==> src/verilog/ooo_macros.svh <==
`ifndef OOO_MACROS_SVH
`define OOO_MACROS_SVH

// datapath
`define OOO_XLEN      32
`define OOO_REG_AW    5

// reorder buffer, depth must stay 2**OOO_TAG_W
`define OOO_ROB_DEPTH 8
`define OOO_TAG_W     3

// one partial product per cycle
`define OOO_MUL_STEPS 32

`endif

==> src/verilog/ooo_pkg.sv <==
`include "ooo_macros.svh"

package ooo_pkg;

   // dispatch op codes
   typedef enum logic [2:0] {
      OP_ADD = 3'd0,
      OP_SUB = 3'd1,
      OP_AND = 3'd2,
      OP_OR  = 3'd3,
      OP_XOR = 3'd4,
      OP_SLL = 3'd5,
      OP_SRL = 3'd6,
      OP_MUL = 3'd7   // iterative, low half only
   } op_e;

   typedef logic [`OOO_XLEN-1:0]   data_t;
   typedef logic [`OOO_REG_AW-1:0] reg_addr_t;
   typedef logic [`OOO_TAG_W-1:0]  rob_tag_t;

endpackage

==> src/verilog/rob_if.sv <==
interface rob_if;

   // allocation, one entry per accepted op
   logic               alloc_valid;
   ooo_pkg::reg_addr_t alloc_rd;
   logic               alloc_ready;   // not full
   ooo_pkg::rob_tag_t  alloc_tag;     // tail index

   // completion pulse, entry already reserved
   logic               cpl_valid;
   ooo_pkg::rob_tag_t  cpl_tag;
   ooo_pkg::data_t     cpl_data;

   modport exec (
      output alloc_valid, alloc_rd, cpl_valid, cpl_tag, cpl_data,
      input  alloc_ready, alloc_tag
   );

   modport rob (
      input  alloc_valid, alloc_rd, cpl_valid, cpl_tag, cpl_data,
      output alloc_ready, alloc_tag
   );

endinterface

==> src/verilog/exec_unit.sv <==
`include "ooo_macros.svh"

module exec_unit (
   input  logic               clk,
   input  logic               rst,
   input  logic               cyc,
   input  logic               stb,
   input  ooo_pkg::op_e       op,
   input  ooo_pkg::reg_addr_t rd,
   input  ooo_pkg::data_t     a,
   input  ooo_pkg::data_t     b,
   output logic               ack,
   rob_if.exec                rif
);

   localparam int STEP_W = $clog2(`OOO_MUL_STEPS);
   localparam int SH_W   = $clog2(`OOO_XLEN);

   ooo_pkg::op_e       op_q;
   ooo_pkg::reg_addr_t rd_q;
   ooo_pkg::data_t     a_q;
   ooo_pkg::data_t     b_q;
   ooo_pkg::data_t     alu_res;
   logic               accept;
   logic               alu_fire;
   logic               mul_fire;

   logic               mul_busy;
   logic [STEP_W-1:0]  mul_step;
   logic               mul_last;
   ooo_pkg::data_t     mul_acc;
   ooo_pkg::data_t     mul_mcand;
   ooo_pkg::data_t     mul_mplier;
   ooo_pkg::data_t     mul_next;
   ooo_pkg::rob_tag_t  mul_tag;

   logic               hold_valid;
   ooo_pkg::data_t     hold_data;
   ooo_pkg::rob_tag_t  hold_tag;
   logic               cpl_valid_q;
   ooo_pkg::data_t     cpl_data_q;
   ooo_pkg::rob_tag_t  cpl_tag_q;

   // no new op while ack is out, rob full, hold busy or mul unit taken
   assign accept = cyc && stb && !ack && rif.alloc_ready && !hold_valid &&
                   !(op == ooo_pkg::OP_MUL && mul_busy);

   assign alu_fire = ack && (op_q != ooo_pkg::OP_MUL);
   assign mul_fire = ack && (op_q == ooo_pkg::OP_MUL);

   assign rif.alloc_valid = ack;   // tag claimed in the ack cycle
   assign rif.alloc_rd    = rd_q;

   always_ff @(posedge clk) begin
      if (rst) begin
         ack <= 1'b0;
      end else begin
         ack <= accept;
      end
   end

   always_ff @(posedge clk) begin
      if (accept) begin
         op_q <= op;
         rd_q <= rd;
         a_q  <= a;
         b_q  <= b;
      end
   end

   always_comb begin
      unique case (op_q)
         ooo_pkg::OP_ADD: alu_res = a_q + b_q;
         ooo_pkg::OP_SUB: alu_res = a_q - b_q;
         ooo_pkg::OP_AND: alu_res = a_q & b_q;
         ooo_pkg::OP_OR:  alu_res = a_q | b_q;
         ooo_pkg::OP_XOR: alu_res = a_q ^ b_q;
         ooo_pkg::OP_SLL: alu_res = a_q << b_q[SH_W-1:0];
         ooo_pkg::OP_SRL: alu_res = a_q >> b_q[SH_W-1:0];
         default:         alu_res = '0;   // mul goes to the shift-add unit
      endcase
   end

   // shift-add multiplier, one bit of b per cycle
   assign mul_next = mul_mplier[0] ? mul_acc + mul_mcand : mul_acc;
   assign mul_last = mul_busy && (mul_step == STEP_W'(`OOO_MUL_STEPS - 1));

   always_ff @(posedge clk) begin
      if (rst) begin
         mul_busy <= 1'b0;
         mul_step <= '0;
      end else if (accept && op == ooo_pkg::OP_MUL) begin
         mul_busy <= 1'b1;
         mul_step <= '0;
      end else if (mul_busy) begin
         mul_busy <= !mul_last;
         mul_step <= mul_step + 1'b1;
      end
   end

   always_ff @(posedge clk) begin
      if (accept && op == ooo_pkg::OP_MUL) begin
         mul_acc    <= '0;
         mul_mcand  <= a;
         mul_mplier <= b;
      end else if (mul_busy) begin
         mul_acc    <= mul_next;
         mul_mcand  <= mul_mcand << 1;
         mul_mplier <= mul_mplier >> 1;
      end
      if (mul_fire) begin
         mul_tag <= rif.alloc_tag;
      end
   end

   // completion bus, mul > hold > fresh alu result
   always_ff @(posedge clk) begin
      if (rst) begin
         cpl_valid_q <= 1'b0;
         hold_valid  <= 1'b0;
      end else begin
         cpl_valid_q <= mul_last || hold_valid || alu_fire;
         hold_valid  <= mul_last && alu_fire;   // alu loses, retry next cycle
      end
   end

   always_ff @(posedge clk) begin
      if (mul_last) begin
         cpl_data_q <= mul_next;
         cpl_tag_q  <= mul_tag;
      end else if (hold_valid) begin
         cpl_data_q <= hold_data;
         cpl_tag_q  <= hold_tag;
      end else begin
         cpl_data_q <= alu_res;
         cpl_tag_q  <= rif.alloc_tag;
      end
      if (alu_fire) begin
         hold_data <= alu_res;
         hold_tag  <= rif.alloc_tag;
      end
   end

   assign rif.cpl_valid = cpl_valid_q;
   assign rif.cpl_tag   = cpl_tag_q;
   assign rif.cpl_data  = cpl_data_q;

endmodule

==> src/verilog/reorder_buffer.sv <==
`include "ooo_macros.svh"

module reorder_buffer (
   input  logic               clk,
   input  logic               rst,
   rob_if.rob                 rif,
   output logic               retire_valid,
   output ooo_pkg::reg_addr_t retire_rd,
   output ooo_pkg::data_t     retire_data
);

   localparam int                CNT_W = `OOO_TAG_W + 1;
   localparam logic [CNT_W-1:0] FULL  = CNT_W'(`OOO_ROB_DEPTH);

   ooo_pkg::reg_addr_t        rd_mem   [`OOO_ROB_DEPTH];
   ooo_pkg::data_t            data_mem [`OOO_ROB_DEPTH];
   logic [`OOO_ROB_DEPTH-1:0] done;

   ooo_pkg::rob_tag_t         head;
   ooo_pkg::rob_tag_t         tail;
   logic [CNT_W-1:0]          count;
   logic                      do_alloc;

   assign rif.alloc_ready = (count != FULL);
   assign rif.alloc_tag   = tail;
   assign do_alloc        = rif.alloc_valid && rif.alloc_ready;

   // head leaves as soon as its result is in
   assign retire_valid = done[head];
   assign retire_rd    = rd_mem[head];
   assign retire_data  = data_mem[head];

   always_ff @(posedge clk) begin
      if (rst) begin
         head  <= '0;
         tail  <= '0;
         count <= '0;
         done  <= '0;
      end else begin
         if (do_alloc) begin
            tail <= tail + 1'b1;   // wraps at depth
         end
         if (retire_valid) begin
            head       <= head + 1'b1;
            done[head] <= 1'b0;    // slot free for the next allocation
         end
         if (rif.cpl_valid) begin
            done[rif.cpl_tag] <= 1'b1;
         end
         count <= count + CNT_W'(do_alloc) - CNT_W'(retire_valid);
      end
   end

   always_ff @(posedge clk) begin
      if (do_alloc) begin
         rd_mem[tail] <= rif.alloc_rd;
      end
      if (rif.cpl_valid) begin
         data_mem[rif.cpl_tag] <= rif.cpl_data;
      end
   end

endmodule

==> src/verilog/arch_regfile.sv <==
`include "ooo_macros.svh"

module arch_regfile (
   input  logic               clk,
   input  logic               rst,
   input  logic               we,
   input  ooo_pkg::reg_addr_t waddr,
   input  ooo_pkg::data_t     wdata,
   input  ooo_pkg::reg_addr_t raddr,
   output ooo_pkg::data_t     rdata
);

   localparam int NREGS = 2 ** `OOO_REG_AW;

   ooo_pkg::data_t regs [NREGS];

   // committed state only, written from the retire port
   always_ff @(posedge clk) begin
      if (rst) begin
         for (int i = 0; i < NREGS; i++) begin
            regs[i] <= '0;
         end
      end else if (we && waddr != '0) begin   // x0 stays zero
         regs[waddr] <= wdata;
      end
   end

   assign rdata = regs[raddr];

endmodule

==> src/verilog/ooo_retire_top.sv <==
module ooo_retire_top (
   input  logic               clk,
   input  logic               rst,

   // wishbone classic dispatch
   input  logic               cyc,
   input  logic               stb,
   input  ooo_pkg::op_e       op,
   input  ooo_pkg::reg_addr_t rd,
   input  ooo_pkg::data_t     a,
   input  ooo_pkg::data_t     b,
   output logic               ack,

   output logic               retire_valid,
   output ooo_pkg::reg_addr_t retire_rd,
   output ooo_pkg::data_t     retire_data,

   input  ooo_pkg::reg_addr_t rf_addr,
   output ooo_pkg::data_t     rf_data
);

   rob_if i_rob_if ();

   exec_unit i_exec (
      .clk (clk),
      .rst (rst),
      .cyc (cyc),
      .stb (stb),
      .op  (op),
      .rd  (rd),
      .a   (a),
      .b   (b),
      .ack (ack),
      .rif (i_rob_if.exec)
   );

   reorder_buffer i_rob (
      .clk          (clk),
      .rst          (rst),
      .rif          (i_rob_if.rob),
      .retire_valid (retire_valid),
      .retire_rd    (retire_rd),
      .retire_data  (retire_data)
   );

   // retire stream doubles as the regfile write port
   arch_regfile i_rf (
      .clk   (clk),
      .rst   (rst),
      .we    (retire_valid),
      .waddr (retire_rd),
      .wdata (retire_data),
      .raddr (rf_addr),
      .rdata (rf_data)
   );

endmodule

==> config.mk <==
export PLATFORM = sky130hd
export DESIGN_NAME = ooo_retire_top
export DESIGN_NICKNAME = d
export VERILOG_FILES = /design/src/verilog/ooo_pkg.sv /design/src/verilog/rob_if.sv /design/src/verilog/exec_unit.sv /design/src/verilog/reorder_buffer.sv /design/src/verilog/arch_regfile.sv /design/src/verilog/ooo_retire_top.sv
export VERILOG_INCLUDE_DIRS = /design/src /design/src/verilog
export SDC_FILE = /design/constraint.sdc
export NUM_CORES = 2
export LEC_CHECK = 0
export BUFFER_PORTS_ARGS = -buffer_cell sky130_fd_sc_hd__buf_2
export CORE_MARGIN = 2
export CORE_UTILIZATION = 55
export CTS_CLUSTER_DIAMETER = 120
export DETAILED_ROUTE_END_ITERATION = 10
export PLACE_DENSITY = 0.71
export SETUP_SLACK_MARGIN = 0.4
export SKIP_LAST_GASP = 1
export SLEW_MARGIN = 15
export SYNTH_ARGS = -nofsm -noshare
export SYNTH_HDL_FRONTEND = slang
export SYNTH_HIERARCHICAL = 1
export SYNTH_SLANG_ARGS = --single-unit
==> constraint.sdc <==
create_clock -name clk -period 28 [get_ports clk]
set_input_delay 1.4 -clock clk [delete_from_list [all_inputs] [get_ports clk]]
set_output_delay 1.4 -clock clk [all_outputs]
set_load 0.005 [all_outputs]
==> run_results.csv <==
group,metric,value,unit
sta,rsz0062_at_grt,"false",
floorplanning,row_count,137,
routing,viasPerCell,6.24,
synthesis,synth_edf_count,1494,
worst_setup_path,reg2reg_to,"i_exec/rif.cpl_data[15]",
layout,layout-drive-gt1-share,13.1,%
clock_network,clk_pin_slew_worst_paths,0.06,ns
clock_network,clkLatencyLatePin,0.80,ns
worst_setup_path,r2r_setup_slack,22.19,ns
synthesis,synth.avg_cell_area,13.0,um^2
routing,routed_wl,224,mm
worst_setup_path,reg2reg_depth,15,
worst_setup_path,cp_data_arrival_time,5.89,ns
worst_setup_path,crit_type,"in2out",
routing,route.vias.total,50000,
power_and_ir_drop,power_density,68.9,nW/um^2
routing,drc_errors,0,
synthesis,synthTopCellsByCount,"1494 x edfxtp_1, 1000 x and2_1, 586 x mux2i_1",
clock_network,clkSinkCount,1591,
sta,finClkSkew,0.0334,ns
synthesis,synth_warnings,6,
synthesis,synth_area,77600,um^2
clock_network,cts_made_buffers,162,
layout,fin_nets,6216,
global_routing,grt_pass1_wl,327,mm
worst_setup_path,end_kind,"primary output",
layout,syn_to_final_growth,9.50,%
sta,finalMaxSlewViolations,0,
place,io_buffers,151,
synthesis,synth_top_area_share,57.8,%
worst_setup_path,startpoint_type,"primary input",
min_path,hp-start,"i_exec/mul_acc[25]",
sta,finalCritPeriodShare,26.0,%
global_routing,grt_usage,30.7,%
sta,post-route-min-period,7.29,ns
clock_network,h-tree-depth,4,
global_routing,grt_max_degree,135,
floorplanning,ioPinCount,152,
synthesis,synth.most_common_cell,"edfxtp_1",
worst_setup_path,path_max_fanout,70,
routing,ant_nets,0,
synthesis,syn_inst,5991,
synthesis,ys_ff_latch,1591,
global_routing,grt_busiest_layer,"met2",
job,drv_cap,0,
min_path,hold_end,"i_exec/mul_acc[25]",
clock_network,cts_resized,0,
global_routing,grt_pass1_vias,48800,
floorplanning,initial_core_util,55.5,%
worst_setup_path,required,26.60,ns
place,dp_hpwl,134,mm
sta,worst_slew_pin_slew,1.23,ns
sta,fmax,137,MHz
global_routing,grtUsageMet3,4.71,%
global_routing,use_met1,41.1,%
floorplanning,core_area,140000,um^2
floorplanning,die_area,144000,um^2
synthesis,ys_types,94,
place,gp_congestion,0.953,
clock_network,cts_tree,"yes",
synthesis,synth.area.top_cells,"edfxtp_1 58%, and2_1 8.1%, mux2i_1 7.6%",
sta,setup_viol,0,
synthesis,ys_seq_area_share,60.3,%
clock_network,cts_max_path_buffers,3,
floorplanning,die_h,380,um
sta,finalHoldViolCount,0,
sta,tns,0,ns
power_and_ir_drop,leakage,32.4,nW
sta,slew_headroom,18.3,%
clock_network,cts_hold_repair.buffers,0,
global_routing,use_met2,49.5,%
power_and_ir_drop,peakVddDrop,70.2,uV
min_path,worstHoldPathCells,2,
synthesis,yosys.area.top_type,"edfxtp_1",
global_routing,antenna_found_initial,20,
run_status,status,"finished clean",
synthesis,synth_flop_cell,"edfxtp_1",
routing,firstDrtPassIters,6,
clock_network,post_cts_buffers,0,
sta,holdWs,0.478,ns
synthesis,async_flop_share,0,%
global_routing,gr-total-overflow,0,
routing,wl_per_cell,27.9,um
floorplanning,die_w,380,um
clock_network,cts_root_buffer,"clkbuf_16",
worst_setup_path,reg2reg_from,"i_exec/op_q[2]",
min_path,hold_path_class,"reg2reg",
routing,drtIter0Drc,5751,
==> worst max-delay path: stages <==
cell and delay (ns):
buf_8 0.52, buf_4 0.92, buf_4 0.84, buf_4 0.92, mux2i_1 0.28, a22oi_1 0.10
a31oi_1 0.36, nand3_1 0.16, buf_2 0.16
==> worst max path at each step <==
stage,startpoint,to,slack [ns],cells past startpoint
6_report,rf_addr[1],rf_data[9],20.71,9
5_1_grt,rf_addr[1],rf_data[8],20.56,9
4_1_cts,rf_addr[1],rf_data[9],20.80,9
3_5_place_dp,rf_addr[1],rf_data[9],20.80,9
3_3_place_gp,rf_addr[1],rf_data[9],20.85,9
2_1_floorplan,op[2],i_exec/mul_mcand[0],15.55,6
==> per-stage QoR <==
| stage | setup WS, ns | util (%) | total power [mW] | cells | area, um^2 |
|---|---|---|---|---|---|
| after floorplan | 15.55 | - | 3.46 | 6022 | 77700 |
| after global placement | 20.85 | 57.1 | 3.74 | 7707 | 79800 |
| after detailed placement | 20.80 | 57.1 | 3.76 | 7707 | 79800 |
| after CTS | 20.80 | 60.8 | 5.85 | 8008 | 85000 |
| after global routing | 20.56 | 60.8 | 6.04 | 8008 | 85000 |
| final | 20.71 | 60.8 | 5.85 | 8016 | 85000 |
==> state kept, by name (all words and copies together), names as in the netlist, 3 cells and up, named ones only <==
| register | flops |
|---|---|
| i_exec/mul_mcand | 32 |
| i_exec/rif.cpl_tag | 3 |
| i_rob/rif.alloc_tag | 3 |
| i_exec/mul_acc | 32 |
| i_rob/count | 4 |
| i_exec/a_q | 32 |
| i_exec/hold_data | 32 |
| i_exec/mul_step | 5 |
| i_exec/mul_tag | 3 |
| i_rob/head | 3 |
| i_exec/rif.alloc_rd | 5 |
| i_exec/mul_mplier | 32 |
| i_rob/done | 8 |
| i_exec/b_q | 32 |
| i_exec/op_q | 3 |
| i_rob/rd_mem | 40 |
| i_exec/rif.cpl_data | 32 |
| i_rf/regs | 1024 |
| i_rob/data_mem | 256 |
| i_exec/hold_tag | 3 |
==> metal layers <==
| metal | wire length (um) | share of wire, % | vias up |
|---|---|---|---|
| met5 | 60 | 0.027 | - |
| met4 | 10800 | 4.8 | 8 |
| met3 | 19000 | 8.5 | 456 |
| met2 | 106000 | 47 | 2438 |
| met1 | 88200 | 39 | 25200 |
| li1 | - | - | 22000 |
==> final cells by class <==
| cell class | count | area (um^2) |
|---|---|---|
| tap | 1876 | 2350 |
| sequential | 1591 | 46800 |
| timing repair buffer | 271 | 1690 |
| inverter | 106 | 398 |
| antenna | 8 | 20.0 |
| multi-input combinational | 3863 | 28500 |
| fill | 10600 | 54700 |
| clock inverter | 89 | 816 |
| clock buffer | 212 | 4350 |
==> power by group <==
part	leakage (nW)	total (mW)	switching [mW]	internal, mW
clock network	2.52	2.12	0.922	1.20
registers	15.6	2.84	0.0886	2.75
logic	14.2	0.892	0.574	0.317
==> logic make-up after synthesis <==
group | after synthesis | synth area share, %
adders and majority gates | 140 | 2.29
buffers and inverters | 568 | 3.27
and+or+nand+nor | 1994 | 14.0
AOI/OAI and AO/OA | 838 | 7.07
xor gates and xnor gates | 78 | 0.890
DFF | 1591 | 60.3
other | 1 | 0.00483
muxes | 781 | 12.2
==> cells in the final DEF, fill, tap and decap left out, types with 32 or more instances in the layout <==
cell type	n
nand2b_1	32
inv_1	102
nand3_1	133
nor3_1	62
a21oi_1	220
o22ai_1	47
o21ai_1	39
buf_4	119
or2_2	38
a22oi_1	132
and2_1	998
edfxtp_1	1494
a22o_1	77
dfxtp_1	94
ha_1	137
clkinv_1	37
a31oi_1	52
mux4_2	124
clkbuf_1	40
mux2i_1	586
nor2_1	179
buf_2	149
conb_1	32
nand2_1	405
xnor2_1	54
o21ai_0	99
mux2_2	62
clkbuf_16	163
No activity file was read; power rests on OpenSTA's default activity.
